<file path="config.mk">
export PLATFORM = sky130hd
export DESIGN_NAME = cia_top
export DESIGN_NICKNAME = d
export VERILOG_FILES = /design/src/cia_pkg.sv /design/src/cia_interrupt.sv /design/src/cia_io_ports.sv /design/src/cia_read_mux.sv /design/src/cia_reg_decode.sv /design/src/cia_timer.sv /design/src/cia_top.sv
export SDC_FILE = /design/constraint.sdc
export NUM_CORES = 1
export LEC_CHECK = 0
export ABC_AREA = 1
export BUFFER_PORTS_ARGS = -buffer_cell sky130_fd_sc_hd__buf_4
export CORE_MARGIN = 4
export CORE_UTILIZATION = 48
export CTS_CLUSTER_DIAMETER = 120
export DETAILED_ROUTE_END_ITERATION = 10
export PLACE_DENSITY = 0.77
export SLEW_MARGIN = 20
export SYNTH_ARGS = -nofsm -noshare
export SYNTH_HDL_FRONTEND = slang
export SYNTH_SLANG_ARGS = --single-unit
</file>
<file path="constraint.sdc">
create_clock -name clk -period 2.4 [get_ports clk]
set_input_delay 0.6 -clock clk [delete_from_list [all_inputs] [get_ports clk]]
set_output_delay 0.6 -clock clk [all_outputs]
set_load 0.01 [all_outputs]
</file>
<file path="src/cia_pkg.sv">
`default_nettype none

package cia_pkg;

  typedef logic [3:0]  reg_addr_t;
  typedef logic [7:0]  byte_t;
  typedef logic [15:0] count_t;
  typedef logic [4:0]  irq_src_t;

  // Register map
  localparam reg_addr_t ADDR_PRA   = 4'd0;
  localparam reg_addr_t ADDR_PRB   = 4'd1;
  localparam reg_addr_t ADDR_DDRA  = 4'd2;
  localparam reg_addr_t ADDR_DDRB  = 4'd3;
  localparam reg_addr_t ADDR_TA_LO = 4'd4;
  localparam reg_addr_t ADDR_TA_HI = 4'd5;
  localparam reg_addr_t ADDR_TB_LO = 4'd6;
  localparam reg_addr_t ADDR_TB_HI = 4'd7;
  localparam reg_addr_t ADDR_NONE  = 4'd8;
  localparam reg_addr_t ADDR_ICR   = 4'd13;
  localparam reg_addr_t ADDR_CRA   = 4'd14;
  localparam reg_addr_t ADDR_CRB   = 4'd15;

  // Timer control register bits
  localparam int CR_START   = 0;
  localparam int CR_PBON    = 1;
  localparam int CR_OUTMODE = 2;
  localparam int CR_RUNMODE = 3;
  localparam int CR_LOAD    = 4;
  localparam int CR_INMODE  = 5;

  // Interrupt sources
  localparam int       IRQ_TA      = 0;
  localparam int       IRQ_TB      = 1;
  localparam int       IRQ_FLAG    = 4;
  localparam irq_src_t IRQ_USED    = 5'b10011;
  localparam int       ICR_IRQ_BIT = 7;

  // Reset values
  localparam byte_t  PORT_RESET        = 8'h00;
  localparam byte_t  PIN_RESET         = 8'hff;
  localparam byte_t  CR_RESET          = 8'h00;
  localparam count_t TIMER_RESET_LATCH = 16'hffff;
  localparam count_t COUNT_RESET       = 16'h0000;

endpackage

`default_nettype wire

</file>
<file path="src/cia_interrupt.sv">
`timescale 1ns/1ps
`default_nettype none

module cia_interrupt import cia_pkg::*; (
  input  wire        clk,
  input  wire        int_reset,
  input  wire byte_t db_in,
  input  wire        wr_icr,
  input  wire        icr_read,
  input  wire        ta_underflow,
  input  wire        tb_underflow,
  input  wire        flag_event,
  output irq_src_t   flags,
  output logic       irq_n
);

  irq_src_t mask;
  irq_src_t sources;

  always_comb begin
    sources           = '0;
    sources[IRQ_TA]   = ta_underflow;
    sources[IRQ_TB]   = tb_underflow;
    sources[IRQ_FLAG] = flag_event;
  end

  // Bit 7 picks set or clear
  always_ff @(posedge clk) begin
    if (int_reset) begin
      mask <= '0;
    end else if (wr_icr) begin
      if (db_in[ICR_IRQ_BIT]) begin
        mask <= mask | (db_in[4:0] & IRQ_USED);
      end else begin
        mask <= mask & ~db_in[4:0];
      end
    end
  end

  // A source pulse in the clearing cycle survives
  always_ff @(posedge clk) begin
    if (int_reset) begin
      flags <= '0;
    end else if (icr_read) begin
      flags <= sources;
    end else begin
      flags <= flags | sources;
    end
  end

  always_ff @(posedge clk) begin
    if (int_reset) begin
      irq_n <= 1'b1;
    end else if (icr_read) begin
      irq_n <= 1'b1;
    end else begin
      irq_n <= ~|(flags & mask);
    end
  end

endmodule

`default_nettype wire

</file>
<file path="src/cia_io_ports.sv">
`timescale 1ns/1ps
`default_nettype none

module cia_io_ports import cia_pkg::*; (
  input  wire        clk,
  input  wire        int_reset,
  input  wire        phi2,
  input  wire byte_t db_in,
  input  wire        wr_pra,
  input  wire        wr_prb,
  input  wire        wr_ddra,
  input  wire        wr_ddrb,
  input  wire        prb_access,
  input  wire byte_t cra,
  input  wire byte_t crb,
  input  wire        ta_pb_level,
  input  wire        tb_pb_level,
  input  wire        flag_n,
  output byte_t      pa_out,
  output byte_t      pb_out,
  output byte_t      pra,
  output byte_t      prb,
  output byte_t      ddra,
  output byte_t      ddrb,
  output logic       pc_n,
  output logic       flag_event
);

  byte_t pb_src;
  logic  flag_n_q;

  always_ff @(posedge clk) begin
    if (int_reset) begin
      pra  <= PORT_RESET;
      prb  <= PORT_RESET;
      ddra <= PORT_RESET;
      ddrb <= PORT_RESET;
    end else begin
      if (wr_pra) begin
        pra <= db_in;
      end
      if (wr_prb) begin
        prb <= db_in;
      end
      if (wr_ddra) begin
        ddra <= db_in;
      end
      if (wr_ddrb) begin
        ddrb <= db_in;
      end
    end
  end

  // Timers take over PB6 and PB7
  always_comb begin
    pb_src = prb;
    if (cra[CR_PBON]) begin
      pb_src[6] = ta_pb_level;
    end
    if (crb[CR_PBON]) begin
      pb_src[7] = tb_pb_level;
    end
  end

  // Input bits float high
  always_ff @(posedge clk) begin
    if (int_reset) begin
      pa_out <= PIN_RESET;
      pb_out <= PIN_RESET;
    end else if (phi2) begin
      pa_out <= pra | ~ddra;
      pb_out <= pb_src | ~ddrb;
    end
  end

  // Handshake strobe
  always_ff @(posedge clk) begin
    if (int_reset) begin
      pc_n <= 1'b1;
    end else if (prb_access) begin
      pc_n <= 1'b0;
    end else if (phi2) begin
      pc_n <= 1'b1;
    end
  end

  always_ff @(posedge clk) begin
    if (int_reset) begin
      flag_n_q <= 1'b1;
    end else if (phi2) begin
      flag_n_q <= flag_n;
    end
  end

  // Falling edge only
  assign flag_event = phi2 && flag_n_q && !flag_n;

endmodule

`default_nettype wire

</file>
<file path="src/cia_read_mux.sv">
`timescale 1ns/1ps
`default_nettype none

module cia_read_mux import cia_pkg::*; (
  input  wire            clk,
  input  wire            int_reset,
  input  wire reg_addr_t rd_sel,
  input  wire byte_t     pa_in,
  input  wire byte_t     pb_in,
  input  wire byte_t     ddra,
  input  wire byte_t     ddrb,
  input  wire count_t    ta_count,
  input  wire count_t    tb_count,
  input  wire irq_src_t  flags,
  input  wire            irq_n,
  input  wire byte_t     cra,
  input  wire byte_t     crb,
  output byte_t          db_out
);

  byte_t icr_value;
  byte_t cra_value;
  byte_t crb_value;

  // Force load never reads back
  always_comb begin
    icr_value              = byte_t'(flags);
    icr_value[ICR_IRQ_BIT] = ~irq_n;
    cra_value              = cra;
    cra_value[CR_LOAD]     = 1'b0;
    crb_value              = crb;
    crb_value[CR_LOAD]     = 1'b0;
  end

  always_ff @(posedge clk) begin
    if (int_reset) begin
      db_out <= '0;
    end else begin
      case (rd_sel)
        ADDR_PRA:   db_out <= pa_in;
        ADDR_PRB:   db_out <= pb_in;
        ADDR_DDRA:  db_out <= ddra;
        ADDR_DDRB:  db_out <= ddrb;
        ADDR_TA_LO: db_out <= ta_count[7:0];
        ADDR_TA_HI: db_out <= ta_count[15:8];
        ADDR_TB_LO: db_out <= tb_count[7:0];
        ADDR_TB_HI: db_out <= tb_count[15:8];
        ADDR_ICR:   db_out <= icr_value;
        ADDR_CRA:   db_out <= cra_value;
        ADDR_CRB:   db_out <= crb_value;
        default:    db_out <= '0;
      endcase
    end
  end

endmodule

`default_nettype wire

</file>
<file path="src/cia_reg_decode.sv">
`timescale 1ns/1ps
`default_nettype none

module cia_reg_decode import cia_pkg::*; (
  input  wire            clk,
  input  wire            int_reset,
  input  wire            cs_n,
  input  wire            rw,
  input  wire reg_addr_t rs,
  output logic           wr_pra,
  output logic           wr_prb,
  output logic           wr_ddra,
  output logic           wr_ddrb,
  output logic           wr_ta_lo,
  output logic           wr_ta_hi,
  output logic           wr_tb_lo,
  output logic           wr_tb_hi,
  output logic           wr_icr,
  output logic           wr_cra,
  output logic           wr_crb,
  output reg_addr_t      rd_sel,
  output logic           icr_read,
  output logic           prb_access
);

  logic wr_cycle;
  logic rd_cycle;

  assign wr_cycle = !cs_n && !rw;
  assign rd_cycle = !cs_n && rw;

  // Write strobes, addresses 8 to 12 have none
  assign wr_pra   = wr_cycle && (rs == ADDR_PRA);
  assign wr_prb   = wr_cycle && (rs == ADDR_PRB);
  assign wr_ddra  = wr_cycle && (rs == ADDR_DDRA);
  assign wr_ddrb  = wr_cycle && (rs == ADDR_DDRB);
  assign wr_ta_lo = wr_cycle && (rs == ADDR_TA_LO);
  assign wr_ta_hi = wr_cycle && (rs == ADDR_TA_HI);
  assign wr_tb_lo = wr_cycle && (rs == ADDR_TB_LO);
  assign wr_tb_hi = wr_cycle && (rs == ADDR_TB_HI);
  assign wr_icr   = wr_cycle && (rs == ADDR_ICR);
  assign wr_cra   = wr_cycle && (rs == ADDR_CRA);
  assign wr_crb   = wr_cycle && (rs == ADDR_CRB);

  // Reads and writes of PRB both strobe pc_n
  assign prb_access = !cs_n && (rs == ADDR_PRB);

  // Read select holds the last address read
  always_ff @(posedge clk) begin
    if (int_reset) begin
      rd_sel   <= ADDR_NONE;
      icr_read <= 1'b0;
    end else begin
      icr_read <= rd_cycle && (rs == ADDR_ICR);
      if (rd_cycle) begin
        rd_sel <= rs;
      end
    end
  end

endmodule

`default_nettype wire

</file>
<file path="src/cia_timer.sv">
`timescale 1ns/1ps
`default_nettype none

module cia_timer import cia_pkg::*; (
  input  wire        clk,
  input  wire        int_reset,
  input  wire        phi2,
  input  wire byte_t db_in,
  input  wire        wr_lo,
  input  wire        wr_hi,
  input  wire        wr_cr,
  input  wire        ext_tick,
  output count_t     count,
  output byte_t      cr,
  output logic       underflow,
  output logic       pb_level
);

  byte_t latch_lo;
  byte_t latch_hi;
  logic  tick;
  logic  force_load;
  logic  pulse_q;
  logic  toggle_q;

  // Either every phi2 or cascaded underflows
  assign tick       = phi2 && (!cr[CR_INMODE] || ext_tick);
  assign force_load = phi2 && cr[CR_LOAD];
  assign underflow  = tick && cr[CR_START] && !cr[CR_LOAD] && (count == '0);

  always_ff @(posedge clk) begin
    if (int_reset) begin
      {latch_hi, latch_lo} <= TIMER_RESET_LATCH;
    end else begin
      if (wr_lo) begin
        latch_lo <= db_in;
      end
      if (wr_hi) begin
        latch_hi <= db_in;
      end
    end
  end

  // High byte write loads a stopped timer
  always_ff @(posedge clk) begin
    if (int_reset) begin
      count <= COUNT_RESET;
    end else if (wr_hi && !cr[CR_START]) begin
      count <= {db_in, latch_lo};
    end else if (force_load || underflow) begin
      count <= {latch_hi, latch_lo};
    end else if (tick && cr[CR_START]) begin
      count <= count - 1'b1;
    end
  end

  always_ff @(posedge clk) begin
    if (int_reset) begin
      cr <= CR_RESET;
    end else if (wr_cr) begin
      cr <= db_in;
    end else begin
      if (force_load) begin
        cr[CR_LOAD] <= 1'b0;
      end
      // One-shot stops itself
      if (underflow && cr[CR_RUNMODE]) begin
        cr[CR_START] <= 1'b0;
      end
    end
  end

  // PB output state, pulse lasts until the next phi2 edge
  always_ff @(posedge clk) begin
    if (int_reset) begin
      pulse_q  <= 1'b0;
      toggle_q <= 1'b0;
    end else begin
      if (underflow) begin
        pulse_q <= 1'b1;
      end else if (phi2) begin
        pulse_q <= 1'b0;
      end
      if (wr_cr && db_in[CR_START]) begin
        toggle_q <= 1'b1;
      end else if (underflow) begin
        toggle_q <= !toggle_q;
      end
    end
  end

  assign pb_level = cr[CR_OUTMODE] ? toggle_q : pulse_q;

endmodule

`default_nettype wire

</file>
<file path="src/cia_top.sv">
`timescale 1ns/1ps
`default_nettype none

module cia_top import cia_pkg::*; (
  input  wire            clk,
  input  wire            int_reset,
  input  wire            phi2,
  input  wire            cs_n,
  input  wire            rw,
  input  wire reg_addr_t rs,
  input  wire byte_t     db_in,
  input  wire byte_t     pa_in,
  input  wire byte_t     pb_in,
  input  wire            flag_n,
  output byte_t          db_out,
  output byte_t          pa_out,
  output byte_t          pb_out,
  output logic           pc_n,
  output logic           irq_n
);

  logic      wr_pra;
  logic      wr_prb;
  logic      wr_ddra;
  logic      wr_ddrb;
  logic      wr_ta_lo;
  logic      wr_ta_hi;
  logic      wr_tb_lo;
  logic      wr_tb_hi;
  logic      wr_icr;
  logic      wr_cra;
  logic      wr_crb;
  reg_addr_t rd_sel;
  logic      icr_read;
  logic      prb_access;
  byte_t     ddra;
  byte_t     ddrb;
  byte_t     cra;
  byte_t     crb;
  count_t    ta_count;
  count_t    tb_count;
  logic      ta_underflow;
  logic      tb_underflow;
  logic      ta_pb_level;
  logic      tb_pb_level;
  logic      flag_event;
  irq_src_t  flags;

  cia_reg_decode reg_decode_i (
    .clk        (clk),
    .int_reset  (int_reset),
    .cs_n       (cs_n),
    .rw         (rw),
    .rs         (rs),
    .wr_pra     (wr_pra),
    .wr_prb     (wr_prb),
    .wr_ddra    (wr_ddra),
    .wr_ddrb    (wr_ddrb),
    .wr_ta_lo   (wr_ta_lo),
    .wr_ta_hi   (wr_ta_hi),
    .wr_tb_lo   (wr_tb_lo),
    .wr_tb_hi   (wr_tb_hi),
    .wr_icr     (wr_icr),
    .wr_cra     (wr_cra),
    .wr_crb     (wr_crb),
    .rd_sel     (rd_sel),
    .icr_read   (icr_read),
    .prb_access (prb_access)
  );

  // Port registers are only visible on the pins
  cia_io_ports io_ports_i (
    .clk         (clk),
    .int_reset   (int_reset),
    .phi2        (phi2),
    .db_in       (db_in),
    .wr_pra      (wr_pra),
    .wr_prb      (wr_prb),
    .wr_ddra     (wr_ddra),
    .wr_ddrb     (wr_ddrb),
    .prb_access  (prb_access),
    .cra         (cra),
    .crb         (crb),
    .ta_pb_level (ta_pb_level),
    .tb_pb_level (tb_pb_level),
    .flag_n      (flag_n),
    .pa_out      (pa_out),
    .pb_out      (pb_out),
    .pra         (),
    .prb         (),
    .ddra        (ddra),
    .ddrb        (ddrb),
    .pc_n        (pc_n),
    .flag_event  (flag_event)
  );

  cia_timer timer_a (
    .clk       (clk),
    .int_reset (int_reset),
    .phi2      (phi2),
    .db_in     (db_in),
    .wr_lo     (wr_ta_lo),
    .wr_hi     (wr_ta_hi),
    .wr_cr     (wr_cra),
    .ext_tick  (1'b0),
    .count     (ta_count),
    .cr        (cra),
    .underflow (ta_underflow),
    .pb_level  (ta_pb_level)
  );

  // Cascades on timer A underflows
  cia_timer timer_b (
    .clk       (clk),
    .int_reset (int_reset),
    .phi2      (phi2),
    .db_in     (db_in),
    .wr_lo     (wr_tb_lo),
    .wr_hi     (wr_tb_hi),
    .wr_cr     (wr_crb),
    .ext_tick  (ta_underflow),
    .count     (tb_count),
    .cr        (crb),
    .underflow (tb_underflow),
    .pb_level  (tb_pb_level)
  );

  cia_interrupt interrupt_i (
    .clk          (clk),
    .int_reset    (int_reset),
    .db_in        (db_in),
    .wr_icr       (wr_icr),
    .icr_read     (icr_read),
    .ta_underflow (ta_underflow),
    .tb_underflow (tb_underflow),
    .flag_event   (flag_event),
    .flags        (flags),
    .irq_n        (irq_n)
  );

  cia_read_mux read_mux_i (
    .clk       (clk),
    .int_reset (int_reset),
    .rd_sel    (rd_sel),
    .pa_in     (pa_in),
    .pb_in     (pb_in),
    .ddra      (ddra),
    .ddrb      (ddrb),
    .ta_count  (ta_count),
    .tb_count  (tb_count),
    .flags     (flags),
    .irq_n     (irq_n),
    .cra       (cra),
    .crb       (crb),
    .db_out    (db_out)
  );

endmodule

`default_nettype wire

</file>
# After elaboration in Yosys (flattened, before gate mapping)
# Index checks and enable logic that the tools add are counted.
# totals
register_bits	158
in_bits	34
out_inout_bits	26
wordCells	158
# op_classes
add_sub_neg	2
n_eq_ne	20
n_mux	30
bitwise_logic	10
reduce_logical	65
# ops
cell	count
16-bit two-way mux	6
8-bit one-hot mux with 11 select lines	1
1-bit logical AND	33
4-bit by 3-bit == test with 1-bit output (second input constant)	8
16-bit zero test	2
16-bit by 1-bit subtractor with 16-bit output (second input constant)	2
4-bit == test (second input constant)	6
1-bit two-way mux	21
2-bit nonzero test	9
4-bit by 2-bit == test with 1-bit output (second input constant)	4
8-bit NOT	2
8-bit OR	2
1-bit zero test	12
5-bit bitwise AND	2
5-bit two-way mux	2
5-bit OR	2
4-bit by 1-bit == test with 1-bit output (second input constant)	2
4-bit zero test	2
3-bit nonzero test	2
5-bit NOT	1
5-bit OR reduction	1
1-bit logical OR	3
2-bit OR reduction	1
1-bit NOT	1

# Logic depth before layout (Yosys ltp)
# depth
depth_word	13
mapped_depth	13
ltp_nobuf	12

# Modules after synthesis
# From an unflattened synthesis, not the netlist that was laid out.
# unflattened
hier_cells	1264
area_unflattened_um2	8189.1
# by_module_without_submodules
mod	instances	cells_each	area_each_um2	seq_area_each_um2
cia_timer	2	359	2313.5	840.8
cia_io_ports	1	226	1825.5	1001.0
cia_read_mux	1	220	1131.1	160.2
cia_reg_decode	1	55	304.0	100.1
cia_interrupt	1	44	297.8	140.1
cia_top	1	1	3.8	0.0

# Least setup slack after synthesis
# Ideal clock, no wire load.
# synth_path
kind	input to register
from	in rs[2]
to	reg timer_b.count[1]
arrival_time_ns	1.732
required_time_ns	2.269
setup_slack_ns	0.537
path_stages	11
path_cell_list	inv_2 > or2_1 > nor2_4 > inv_2 > nor2_8 > nand2_2 > buf_6 > nand3_2 > buf_6 > nand2_1 > nor3b_2
# synth_via
elab_chain_len	4
word_cells_on_any_way	5
cone_classes	eq/ne (1); mux (1); reduce/logical (3)
# synth_rtl
item	line	source
start, declared	cia_top.sv:10	input wire reg_addr_t rs,
4-bit by 3-bit == test with 1-bit output *	cia_reg_decode.sv:40	assign wr_tb_hi = wr_cycle && (rs == ADDR_TB_HI);
1-bit logical AND *	cia_reg_decode.sv:40	
1-bit logical AND *	cia_timer.sv:48	end else if (wr_hi && !cr[CR_START]) begin
3-bit nonzero test (no source line) / 16-bit two-way mux (equally long branches)	--	
end signal, assigned	cia_timer.sv:49	count <= {db_in, latch_lo};
end signal, assigned	cia_timer.sv:51	count <= {latch_hi, latch_lo};
end signal, assigned	cia_timer.sv:53	count <= count - 1'b1;
end, declared	cia_timer.sv:13	output count_t count,
# Every way passes the cells marked *; elsewhere a longest branch is shown, timed or not.
# A chain may end at the register's enable or synchronous reset.

# Worst setup path after layout
# layout_path
from	reg timer_a.count[0]
to	reg timer_a.count[8]
# layout_via
elab_chain_len	5
word_cells_on_any_way	8
cone_classes	add/sub (1); mux (3); reduce/logical (4)
# layout_rtl
item	line
start, declared	cia_timer.sv:13
start signal, assigned	cia_timer.sv:49
start signal, assigned	cia_timer.sv:51
start signal, assigned	cia_timer.sv:53
parallel branches: the longest is 5 deep, another holds 16-bit by 1-bit subtractor with 16-bit output	--
# Parallel ways; which one is timed is not known. The select of a mux whose other input is x is not followed.

==> run_results.csv <==
group,metric,value,unit
worst_setup_path,worstReg2RegStart,"timer_a.count[0]$_SDFFE_PP0P_",
sta,tightestPinTransition,773,ps
yosys,synthesis.nets,1085,
drt,ant_nets,0,
yosys,synth.top_cell.area_share,41.0,%
worst_setup_path,cp.required,2710,ps
yosys,yosysMostFrequentCell,"nand2_1",
worst_setup_path,path_max_fanout,26,
power_and_ir_drop,irDropWorstVdd,0.472,mV
yosys,synth_async_sr_flop_share,0,%
worst_hold_path,whs_endpoint,"interrupt_i.flags[4]$_SDFF_PP0_",
place,dp_hpwl,16900,um
floorplan,die_area,17700,um2
cts,clock_path_buffers,2,
worst_setup_path,end_kind,"register",
floorplan,coreArea,15300,um2
worst_setup_path,worst-r2r-cell-count,10,
cts,numCtsBuffers,17,
sta,finalCriticalPeriod,2170,ps
yosys,ys_seq_area_share,41.0,%
grt,grt_antenna_before_repair,1,
yosys,avgSynthCellArea,7.18,um2
worst_hold_path,hp-start,"flag_n",
yosys,synth.distinct_cells,47,
worst_setup_path,worst-r2r-setup-slack,230,ps
worst_hold_path,min_path_cells,2,
drt,wl_per_cell,17.7,um
cts,clk_pin_slew,70,ps
cells_and_area,area_growth,16.9,%
flow_run,maxCapViolCount,0,
worst_setup_path,worstReg2RegEnd,"timer_a.count[8]$_SDFFE_PP0P_",
cells_and_area,drive_gt1_share,13.8,%
grt,grt_pass1_vias,6964,
floorplan,rows,45,
place,placedCellCount,1300,
cells_and_area,nets,1145,
power_and_ir_drop,p_leak,4.10,nW
sta,fin_setup_tns,0,ps
drt,vias,7521,
grt,grt_pass1_wl,37300,um
sta,post-route-period-util,90.4,%
grt,grt_overflow,0,
worst_setup_path,critical_path_class,"reg2reg",
drt,drt_wl_total,23600,um
floorplan,start_util,49.3,%
worst_hold_path,hp-class,"in2reg",
sta,setup-violations-final,0,
place,portBuffers,59,
cells_and_area,stdcell_area,8800,um2
floorplan,num_io_pins,60,
cells_and_area,n_fill_cell,1426,
power_and_ir_drop,powerDensity,691,nW/um2
floorplan,die_y,133,um
sta,maxSlewHeadroom,48.5,%
place,place_congestion,0.949,
sta,grt_setup_unrepaired,"false",
yosys,synth_area,7530,um2
sta,finClkSkew,9.02,ps
drt,viasPerCell,5.65,
yosys,yosys_warnings,0,
drt,drc,0,
place,pre_cts_slack,64.2,ps
run_status,status,"complete, no violations",
drt,firstDrtPassIters,6,
yosys,synth_area_leader_cell,"dfxtp_1",
worst_setup_path,start_kind,"register",
sta,fmax,0.461,GHz
yosys,synth_edf_count,0,
cells_and_area,insertedDiodeCount,0,
sta,hold_ws,373,ps
yosys,synthTopCellsByCount,"nand2_1 (196), dfxtp_1 (154), inv_1 (124)",
cts,cts_tree,"yes",
sta,worst_slack,231,ps
cts,root_buffer,"clkbuf_16",
yosys,synth_flop_cell,"dfxtp_1",
grt,globalRouteTotalUtil,26.5,%
yosys,ys_ff_latch,154,
cts,h-tree-depth,4,
cts,clock_sinks,154,
floorplan,die_w,133,um
sta,drv_slew,0,
yosys,ys_top_cells_by_area,"dfxtp_1 (41%), nand2_1 (9.8%), o21ai_0 (7.0%), inv_1 (6.2%), a21oi_1 (5.5%)",
sta,finalHoldViolations,0,
worst_setup_path,cp.arrival,2480,ps
cts,holdBufCountCts,0,
cts,worstSkewPairLatency,440,ps
grt,grt_max_degree,81,
cells_and_area,fin_cells,1332,
drt,drtIter0Drc,824,
yosys,synth_cells,1048,
place,detailed_place.area,8190,um2
[cells in the final DEF (no fill, tap or decap), types with 3 or more instances in the layout]
cell,instances
nand2_1,196
dfxtp_1,154
inv_1,124
o21ai_0,106
nor2_1,88
buf_4,85
a21oi_1,83
nand3_1,81
o211ai_1,35
o22ai_1,21
xor2_1,18
clkbuf_16,17
a21oi_2,12
a31oi_1,11
nand4_1,8
inv_6,7
nor3_1,6
clkinv_1,5
nand2_4,5
nand3b_1,4
inv_2,4
nor4_1,4
inv_8,4
xnor2_1,3
nand3_4,3
nor2_4,3
o21ai_1,3
a221oi_1,3
ha_1,3
[layer usage]
| layer | GRT usage (%) | vias up | wire, um |
|---|---|---|---|
| met3 | 6.84 | 46 | 2640 |
| met4 | 10.3 | 2 | 637 |
| li1 | - | 3624 | - |
| met5 | 0 | - | 7 |
| met2 | 39.2 | 415 | 10000 |
| met1 | 37.2 | 3434 | 10200 |
[metrics by stage]
stage               total power [mW]  util [%]
floorplan                       3.13         -
global placement                3.37      53.7
detailed placement              3.37      53.7
CTS                             6.08      57.6
global route                    6.29      57.7
finish                          6.08      57.7
[critical path, cell delays in order (launching register included)]
cell     delay [ps]
dfxtp_1         350
inv_1           110
ha_1            240
nand2_1          80
nor2_1           70
nand3_4         120
nand2_4          90
nor2_2          400
nand2_4         260
o21ai_0         260
a31oi_1          60
[registers in the layout, summed over array words and instances (netlist names), 3 cells and up, named ones only]
register,count
interrupt_i.flags,3
io_ports_i.ddra,8
io_ports_i.ddrb,8
io_ports_i.pa_out,8
io_ports_i.pb_out,8
io_ports_i.pra,8
io_ports_i.prb,8
read_mux_i.db_out,8
reg_decode_i.rd_sel,4
timer_a.count,16
timer_a.cr,8
timer_a.latch_hi,8
timer_a.latch_lo,8
timer_b.count,16
timer_b.cr,8
timer_b.latch_hi,8
timer_b.latch_lo,8
[kinds of logic (layout without fill, tap and decap cells)]
kind of cell             Yosys count  count (layout)  synth area share, %
buffers and inverters            178             251                 9.81
flip-flops                       154             154                 41.0
adder cells (fa/ha/maj)            3               3                0.499
AO/OA/AOI/OAI                    283             283                 21.6
multiplexers                       1               1                0.133
AND/OR/NAND/NOR                  408             408                 24.5
XOR/XNOR                          21              21                 2.44
[power by group]
| part | internal, mW | switching (mW) |
|---|---|---|
| combinational | 0.242 | 0.442 |
| clock | 1.49 | 1.25 |
| sequential | 2.61 | 0.0420 |
| total | 4.34 | 1.73 |
[worst max-delay path by stage]
stage | start | to | slack (ps) | cells past startpoint
finish | timer_a.count[0]$_SDFFE_PP0P_ | timer_a.count[8]$_SDFFE_PP0P_ | 230 | 10
global route | timer_a.count[0]$_SDFFE_PP0P_ | timer_a.count[15]$_SDFFE_PP0P_ | 10 | 11
CTS | timer_a.count[0]$_SDFFE_PP0P_ | timer_b.count[6]$_SDFFE_PP0P_ | 140 | 12
detailed placement | phi2 | timer_b.count[6]$_SDFFE_PP0P_ | 60 | 11
global placement | phi2 | timer_b.count[6]$_SDFFE_PP0P_ | 110 | 11
floorplan | rs[2] | timer_b.count[1]$_SDFFE_PP0P_ | 540 | 11
[what timing repair did]
action / in CTS / in global routing
buffers inserted: 0 / 0
gates resized for setup: 0 / 1
endpoints found under the setup margin: 0 / 1
[cell type report]
| class | instances | area, um2 | area share [%] |
|---|---|---|---|
| Multi-Input combinational cell | 716 | 3710 | 42.2 |
| Sequential cell | 154 | 3080 | 35.0 |
| Timing Repair Buffer | 85 | 638 | 7.25 |
| Inverter | 134 | 504 | 5.73 |
| Clock buffer | 17 | 425 | 4.84 |
| Tap cell | 211 | 264 | 3.00 |
| Clock inverter | 15 | 174 | 1.98 |
(Power assumes the default switching activity.)
